[src/rtl/approx_mul_config.svh]
`ifndef APPROX_MUL_CONFIG_SVH
`define APPROX_MUL_CONFIG_SVH

// ############################################################
// Stream and buffer sizing
// ############################################################
`define AM_TAG_W        4
`define AM_FIFO_DEPTH   4

// ############################################################
// Approximation levels
// ############################################################
`define AM_HL_SPLIT     3   // High x low nibble block, low part width
`define AM_LH_SPLIT     2   // Low x high nibble block, low part width
`define AM_HL_OUT_K     0
`define AM_LH_OUT_K     1
`define AM_TOP_MID_K    0   // Cross term adder of the 8x8
`define AM_TOP_OUT_K    3   // Final 12 bit adder of the 8x8

`endif
[src/rtl/approx_mul_pkg.sv]
`include "approx_mul_config.svh"

package approx_mul_pkg;

    // ############################################################
    // Request and response words
    // ############################################################

    typedef struct packed {
        logic [7:0]           a;
        logic [7:0]           b;
        logic [`AM_TAG_W-1:0] tag;   // Returned unchanged with the result
    } mul_req_t;

    typedef struct packed {
        logic [15:0]          product;
        logic [`AM_TAG_W-1:0] tag;
    } mul_rsp_t;

endpackage

[src/rtl/approx_mul_top.sv]
`timescale 1ns/1ns
`include "approx_mul_config.svh"

module approx_mul_top (
    input  logic                     clk,
    input  logic                     rst_n,
    input  approx_mul_pkg::mul_req_t req,
    input  logic                     req_valid,
    output logic                     req_ready,
    output approx_mul_pkg::mul_rsp_t rsp,
    output logic                     rsp_valid,
    input  logic                     rsp_ready
);

    import approx_mul_pkg::*;

    mul_rsp_t mul_out;        // Pipeline result into the FIFO
    logic     mul_out_valid;
    logic     mul_out_ready;

    mul8x8_approx i_mul8x8_approx (
        .clk       (clk),
        .rst_n     (rst_n),
        .in        (req),
        .in_valid  (req_valid),
        .in_ready  (req_ready),
        .out       (mul_out),
        .out_valid (mul_out_valid),
        .out_ready (mul_out_ready)
    );

    result_fifo #(
        .DEPTH (`AM_FIFO_DEPTH)
    ) i_result_fifo (
        .clk       (clk),
        .rst_n     (rst_n),
        .in        (mul_out),
        .in_valid  (mul_out_valid),
        .in_ready  (mul_out_ready),
        .out       (rsp),
        .out_valid (rsp_valid),
        .out_ready (rsp_ready)
    );

endmodule

[src/rtl/result_fifo.sv]
`timescale 1ns/1ns

module result_fifo #(
    parameter int DEPTH = 4
) (
    input  logic                     clk,
    input  logic                     rst_n,
    input  approx_mul_pkg::mul_rsp_t in,
    input  logic                     in_valid,
    output logic                     in_ready,
    output approx_mul_pkg::mul_rsp_t out,
    output logic                     out_valid,
    input  logic                     out_ready
);

    import approx_mul_pkg::*;

    localparam int PTR_W = (DEPTH > 1) ? $clog2(DEPTH) : 1;
    localparam int CNT_W = $clog2(DEPTH + 1);

    mul_rsp_t         mem [DEPTH];
    mul_rsp_t         head_next;
    logic [PTR_W-1:0] wr_ptr, rd_ptr, rd_ptr_next;
    logic [CNT_W-1:0] count, count_next;
    logic             push, pop;

    function automatic logic [PTR_W-1:0] ptr_inc(input logic [PTR_W-1:0] ptr);
        return (ptr == PTR_W'(DEPTH - 1)) ? '0 : ptr + 1'b1;
    endfunction

    assign in_ready = (count != CNT_W'(DEPTH));
    assign push     = in_valid && in_ready;
    assign pop      = out_valid && out_ready;

    assign count_next  = count + CNT_W'(push) - CNT_W'(pop);
    assign rd_ptr_next = pop ? ptr_inc(rd_ptr) : rd_ptr;

    // Head comes straight from the input when nothing else remains
    assign head_next = (count == CNT_W'(pop)) ? in : mem[rd_ptr_next];

    // ############################################################
    // Pointers, count and output register
    // ############################################################
    always_ff @(posedge clk) begin
        if (!rst_n) begin
            wr_ptr    <= '0;
            rd_ptr    <= '0;
            count     <= '0;
            out_valid <= 1'b0;
        end else begin
            if (push) begin
                wr_ptr <= ptr_inc(wr_ptr);
            end
            rd_ptr    <= rd_ptr_next;
            count     <= count_next;
            out_valid <= (count_next != '0);
        end
    end

    always_ff @(posedge clk) begin
        if (push) begin
            mem[wr_ptr] <= in;
        end
        out <= head_next;
    end

    a_cnt_max: assert property (@(posedge clk) disable iff (!rst_n)
        count <= CNT_W'(DEPTH))
        else $error("result_fifo count above DEPTH");

    // An empty FIFO without a write stays empty, so count never wraps below zero
    a_cnt_min: assert property (@(posedge clk) disable iff (!rst_n)
        (count == '0) && !push |=> (count == '0))
        else $error("result_fifo count below zero");

endmodule

[src/rtl/mul8x8_approx.sv]
`timescale 1ns/1ns
`include "approx_mul_config.svh"

module mul8x8_approx (
    input  logic                     clk,
    input  logic                     rst_n,
    input  approx_mul_pkg::mul_req_t in,
    input  logic                     in_valid,
    output logic                     in_ready,
    output approx_mul_pkg::mul_rsp_t out,
    output logic                     out_valid,
    input  logic                     out_ready
);

    import approx_mul_pkg::*;

    logic [7:0]           pp_hh, pp_hl, pp_lh, pp_ll;

    logic                 s1_valid;
    logic [7:0]           s1_hh, s1_hl, s1_lh, s1_ll;
    logic [`AM_TAG_W-1:0] s1_tag;

    logic                 s1_adv;
    logic                 s2_adv;

    logic [8:0]           mid_sum;
    logic [11:0]          fin_x, fin_y;
    logic [12:0]          fin_sum;
    mul_rsp_t             s2_next;

    // ############################################################
    // Nibble products, ahead of stage 1
    // ############################################################
    assign pp_hh = 8'(in.a[7:4]) * 8'(in.b[7:4]);   // Exact
    assign pp_ll = 8'(in.a[3:0]) * 8'(in.b[3:0]);   // Exact

    mul4x4_split #(
        .SPLIT (`AM_HL_SPLIT),
        .OUT_K (`AM_HL_OUT_K)
    ) i_mul_hl (
        .a (in.a[7:4]),
        .b (in.b[3:0]),
        .p (pp_hl)
    );

    mul4x4_split #(
        .SPLIT (`AM_LH_SPLIT),
        .OUT_K (`AM_LH_OUT_K)
    ) i_mul_lh (
        .a (in.a[3:0]),
        .b (in.b[7:4]),
        .p (pp_lh)
    );

    // ############################################################
    // Handshake
    // ############################################################
    assign s2_adv   = !out_valid || out_ready;
    assign s1_adv   = !s1_valid || s2_adv;
    assign in_ready = s1_adv;

    always_ff @(posedge clk) begin
        if (!rst_n) begin
            s1_valid  <= 1'b0;
            out_valid <= 1'b0;
        end else begin
            if (s1_adv) begin
                s1_valid <= in_valid;
            end
            if (s2_adv) begin
                out_valid <= s1_valid;
            end
        end
    end

    always_ff @(posedge clk) begin
        if (in_valid && in_ready) begin
            s1_hh  <= pp_hh;
            s1_hl  <= pp_hl;
            s1_lh  <= pp_lh;
            s1_ll  <= pp_ll;
            s1_tag <= in.tag;
        end
        if (s1_valid && s2_adv) begin
            out <= s2_next;
        end
    end

    // ############################################################
    // Stage 2 summation
    // ############################################################
    lor_adder #(
        .W (8),
        .K (`AM_TOP_MID_K)
    ) i_mid_add (
        .x   (s1_hl),
        .y   (s1_lh),
        .sum (mid_sum)
    );

    assign fin_x = {s1_hh, s1_ll[7:4]};
    assign fin_y = {3'b000, mid_sum};

    lor_adder #(
        .W (12),
        .K (`AM_TOP_OUT_K)
    ) i_fin_add (
        .x   (fin_x),
        .y   (fin_y),
        .sum (fin_sum)
    );

    always_comb begin
        s2_next.product = {fin_sum[11:0], s1_ll[3:0]};   // Carry out of bit 15 dropped
        s2_next.tag     = s1_tag;
    end

    // Held result may not change while the FIFO refuses it
    a_out_stable: assert property (@(posedge clk) disable iff (!rst_n)
        out_valid && !out_ready |=> out_valid && $stable(out))
        else $error("mul8x8_approx output changed while stalled");

    // Stage 2 still empty one cycle after reset is released
    a_out_reset: assert property (@(posedge clk) $rose(rst_n) |=> !out_valid)
        else $error("mul8x8_approx out_valid high after reset");

endmodule

[src/rtl/mul4x4_split.sv]
`timescale 1ns/1ns

module mul4x4_split #(
    parameter int SPLIT = 2,
    parameter int OUT_K = 0
) (
    input  logic [3:0] a,
    input  logic [3:0] b,
    output logic [7:0] p
);

    localparam int HW   = 4 - SPLIT;       // High part width
    localparam int HH_W = 2 * HW;
    localparam int LL_W = 2 * SPLIT;
    localparam int CR_W = HW + SPLIT;      // Cross products are always 4 bits
    localparam int OP_W = HH_W + SPLIT;    // Second adder width, 8 - SPLIT

    logic [HW-1:0]    a_h, b_h;
    logic [SPLIT-1:0] a_l, b_l;

    logic [HH_W-1:0]  p_hh;
    logic [CR_W-1:0]  p_hl, p_lh;
    logic [LL_W-1:0]  p_ll;

    logic [CR_W:0]    cross_sum;
    logic [OP_W-1:0]  op_hi;
    logic [OP_W-1:0]  op_cross;
    logic [OP_W:0]    out_sum;

    assign a_h = a[3:SPLIT];
    assign b_h = b[3:SPLIT];
    assign a_l = a[SPLIT-1:0];
    assign b_l = b[SPLIT-1:0];

    // ############################################################
    // Exact sub-products
    // ############################################################
    assign p_hh = HH_W'(a_h) * HH_W'(b_h);
    assign p_hl = CR_W'(a_h) * CR_W'(b_l);
    assign p_lh = CR_W'(a_l) * CR_W'(b_h);
    assign p_ll = LL_W'(a_l) * LL_W'(b_l);

    lor_adder #(
        .W (CR_W),
        .K (0)
    ) i_cross_add (
        .x   (p_hl),
        .y   (p_lh),
        .sum (cross_sum)
    );

    assign op_hi    = {p_hh, p_ll[LL_W-1:SPLIT]};
    assign op_cross = OP_W'(cross_sum);

    lor_adder #(
        .W (OP_W),
        .K (OUT_K)
    ) i_out_add (
        .x   (op_hi),
        .y   (op_cross),
        .sum (out_sum)
    );

    // Top carry of the second adder is dropped
    assign p = {out_sum[OP_W-1:0], p_ll[SPLIT-1:0]};

endmodule

[src/rtl/lor_adder.sv]
`timescale 1ns/1ns

module lor_adder #(
    parameter int W = 8,
    parameter int K = 0
) (
    input  logic [W-1:0] x,
    input  logic [W-1:0] y,
    output logic [W:0]   sum
);

    localparam int HW = W - K;   // Width of the exact upper part

    logic [HW:0] hi_sum;

    // Upper part, no carry comes in from the OR section
    assign hi_sum = {1'b0, x[W-1:K]} + {1'b0, y[W-1:K]};

    generate
        if (K > 0) begin : g_lor
            assign sum = {hi_sum, x[K-1:0] | y[K-1:0]};
        end else begin : g_exact
            assign sum = hi_sum;
        end
    endgenerate

endmodule

[config.mk]
export PLATFORM = sky130hd
export DESIGN_NAME = approx_mul_top
export DESIGN_NICKNAME = d
export VERILOG_FILES = /design/src/rtl/approx_mul_pkg.sv /design/src/rtl/approx_mul_top.sv /design/src/rtl/result_fifo.sv /design/src/rtl/mul8x8_approx.sv /design/src/rtl/mul4x4_split.sv /design/src/rtl/lor_adder.sv
export VERILOG_INCLUDE_DIRS = /design/src /design/src/rtl
export SDC_FILE = /design/constraint.sdc
export NUM_CORES = 1
export LEC_CHECK = 0
export ABC_AREA = 0
export BUFFER_PORTS_ARGS = -buffer_cell sky130_fd_sc_hd__buf_2
export CAP_MARGIN = 20
export CORE_MARGIN = 8
export CORE_UTILIZATION = 30
export CTS_CLUSTER_DIAMETER = 200
export CTS_CLUSTER_SIZE = 20
export DETAILED_ROUTE_END_ITERATION = 8
export HOLD_SLACK_MARGIN = 0.12
export PLACE_DENSITY_LB_ADDON = 0.05
export SYNTH_ARGS = -nofsm -noshare
export SYNTH_HDL_FRONTEND = slang
export SYNTH_SLANG_ARGS = --single-unit
[constraint.sdc]
create_clock -name clk -period 5.6 [get_ports clk]
set_clock_uncertainty 0.2 [all_clocks]
set_input_delay 1.12 -clock clk [delete_from_list [all_inputs] [get_ports clk]]
set_output_delay 1.12 -clock clk [all_outputs]
set_load 0.01 [all_outputs]
==> flow_metrics.py <==
metrics = {
    "clock_network": {
        "cts_tree": "done",
        "clk_latency_ps": 420,
        "cts_made_buffers": 17,
        "htree_levels": 4,
        "post_cts_buffers": 0,
        "cts.sinks": 166,
        "cts_hold_buf": 0,
        "cts_resized": 0,
        "clockRootBuffer": "clkbuf_16",
        "clk_pin_slew_worst_paths_ps": 60,
        "cts_buffer_depth": 2,
    },
    "grt": {
        "grt_max_degree": 41,
        "grtUsageTotal": 0.1006,
        "grt_pass1_vias": 4839,
        "busiest_layer": "met2",
        "globalRouteMet2Util": 0.1703,
        "met1_usage": 0.1234,
        "grt-ovfl-total": 0,
        "antenna_found_initial": 0,
        "grt_use_met3": 0.02395,
        "grt_first_pass_wirelength_um": 25860,
    },
    "yosys": {
        "synth_edf_count": 136,
        "synth_xor_area_frac": 0.02662,
        "yosys_register_bits": 166,
        "syn_inst": 605,
        "ys_seq_area_frac": 0.5694,
        "async_flop_share": 0,
        "ys.flop_type": "edfxtp_1",
        "synth_top_area_share": 0.4964,
        "avgSynthCellArea_um2": 13.60,
        "synth_most_common_cell": "edfxtp_1",
        "synth_area_leaders": "edfxtp_1 (50%), ha_1 (10%), dfxtp_1 (7.3%)",
        "yosys_warnings": 0,
        "synthMuxAreaShare": 0.08259,
        "yosysTopAreaCell": "edfxtp_1",
        "synth_adder_area_share": 0.1545,
        "synthTopCellsByCount": "edfxtp_1 (136), ha_1 (68), and2_1 (53), nand2_1 (46)",
        "syn_nets": 718,
        "synth_simple_gate_area_frac": 0.08715,
        "ys_types": 38,
        "synth_top_family_by_area": "adder cells",
        "netlist_area_um2": 8227,
        "synth_compound_area_frac": 0.05095,
    },
    "power_and_ir_drop": {
        "p_comb_frac": 0.284,
        "power_switching_mw": 1.168,
        "p_total_mw": 3.763,
        "p_int_mw": 2.596,
        "ir_worst_vdd_v": 0.0001888,
        "p_sw_frac": 0.3103,
        "power_frac_seq": 0.436,
        "p_leak_nw": 3.944,
        "powerDensity_nw_per_um2": 400.4,
        "clockPowerShare": 0.280,
    },
    "routing": {
        "post_drt_via_cell_ratio": 4.450,
        "drtIter0Drc": 213,
        "drc": 0,
        "final_antenna_net_count": 0,
        "wl_um": 16080,
        "vias": 4530,
        "dr.pass1.iters": 4,
        "routedWlPerCell_um": 15.79,
    },
    "finish": {
        "area_growth_syn_to_layout_pct": 14.25,
        "final_cells": 1018,
        "fin_nets": 777,
        "drive_gt1_frac": 0.1610,
        "diodes": 0,
    },
    "worst_setup_path": {
        "worstSetupEndpointType": "register",
        "r2r-start": "i_mul8x8_approx.s1_hl[0]",
        "cpMaxStageDelayCell": "fa_1",
        "required_ps": 5570,
        "worst-r2r-cell-count": 12,
        "reg2reg_to": "i_mul8x8_approx.out[17]",
        "cpMostUsedCell": "fa_1",
        "path_cells": "buf_2 -> and2_1 -> fa_1 -> ha_1 -> fa_1 -> xnor2_1 -> fa_1 -> inv_1 -> ha_1 -> inv_1 -> fa_1 -> xnor2_1",
        "rrSetupSlack_ps": 1800,
        "critPathMaxStageDelay_ps": 470,
        "path_buf_inv": 3,
        "critPathLaunchType": "input port",
        "critPathKind": "in -> reg",
        "crit_fanout": 8,
        "worstPathArrival_ps": 3970,
        "crit_family": "adder cells",
    },
    "floorplanning": {
        "die_x_um": 181.6,
        "initial_utilization": 0.3052,
        "ios": 46,
        "die_y_um": 181.6,
        "coreArea_um2": 26950,
        "die_area_um2": 32980,
        "std_cell_rows": 60,
    },
    "placement": {
        "port_buffers": 45,
        "dp_slack_ps": 1143,
        "hpwl_um": 11170,
        "place.gp.congestion": 0.7478,
        "dp.cells": 986,
    },
    "hold_path": {
        "min_to": "i_mul8x8_approx.out[0]",
        "min_from": "i_mul8x8_approx.s1_tag[0]",
        "hold_path_class": "reg -> reg",
        "holdPathStages": 0,
    },
    "timing": {
        "hold_viol": 0,
        "setup_viol": 0,
        "max_freq_mhz": 250.1,
        "setup_ws_ps": 1601,
        "rsz0062_at_grt": "no",
        "relSlewSlack": 0.3805,
        "finalCritPeriodShare": 0.7141,
        "period_minus_slack_ps": 3999,
        "slew_violations": 0,
        "finalSetupTns_ps": 0,
        "tightest_slew_ps": 929.3,
    },
    "run": {
        "drv_cap": 0,
    },
    "run_status": {
        "status": "finished clean",
    },
}
-- sequential cells by signal, indices dropped and copies added, names as in the netlist, 3 cells and up --
signal,cells
i_mul8x8_approx.s1_lh,8
i_result_fifo.mem,80
i_mul8x8_approx.s1_tag,4
i_mul8x8_approx.out,20
i_mul8x8_approx.s1_hl,8
i_result_fifo.count,3
i_mul8x8_approx.s1_hh,8
i_mul8x8_approx.s1_ll,8
i_result_fifo.out,20
-- cell families (layout without fill, tap and decap cells) --
group	count (synthesis)	count (layout)
simple gates	137	137
xor+xnor	25	25
compound gates	70	70
mux	64	64
fa+ha+maj	89	89
flops	166	166
buf+inv	54	126
-- routing by layer --
layer,routed length (µm),up-vias
met5,0,-
met4,192,0
met3,484,10
met2,7780,63
met1,7621,2191
li1,-,2266
-- placed cells by master (no fill, tap or decap), types with 10 or more instances in the layout --
cell type  Yosys  final
o21ai_1       20     20
ha_1          68     68
mux2i_1       42     42
xnor2_1       21     21
nand2_1       46     46
a21oi_1       18     18
mux2_2        21     21
a21o_1        10     10
inv_1         42     42
dfxtp_1       30     30
nor2_1        10     10
clkbuf_16      0     17
buf_2          3     45
fa_1          21     21
and2_1        53     52
edfxtp_1     136    136
-- per-stage QoR --
stage	instance area (µm²)	hold WS [ps]	util
after floorplan	8227	200.3	-
after global routing	9399	242.3	0.3487
after detailed placement	8866	210.5	0.3290
final	9399	226.8	0.3487
after CTS	9399	233.0	0.3487
after global placement	8866	203.1	0.3290
-- power by group through the flow --
stage | sequential [mW] | combinational (mW) | clock, mW
5_1_grt | 1.66 | 1.22 | 1.13
6_report | 1.64 | 1.07 | 1.05
3_3_place_gp | 1.67 | 1.09 | 0
4_1_cts | 1.65 | 1.10 | 1.09
3_5_place_dp | 1.67 | 1.10 | 0
2_1_floorplan | 1.69 | 0.754 | 0
-- cell type report --
cell class	count	area [µm²]
inverter	42	157.7
timing repair buffer	52	277.8
sequential	166	4684
tap	341	426.7
clock buffer	17	425.4
clock inverter	15	107.6
multi-input combinational	385	3319
fill	2623	17550
-- worst max-delay path by stage --
stage,from,slack (ps),cells after the start,to
global placement,req[6],1220,12,i_mul8x8_approx.s1_hl[5]
finish,req[6],1600,12,i_mul8x8_approx.s1_hl[6]
floorplan,req[6],1470,11,i_mul8x8_approx.s1_hl[5]
CTS,req[6],1620,12,i_mul8x8_approx.s1_hl[6]
detailed placement,req[6],1140,12,i_mul8x8_approx.s1_hl[6]
global route,req[6],1510,12,i_mul8x8_approx.s1_hl[6]
Power figures use the tool's default switching activity.
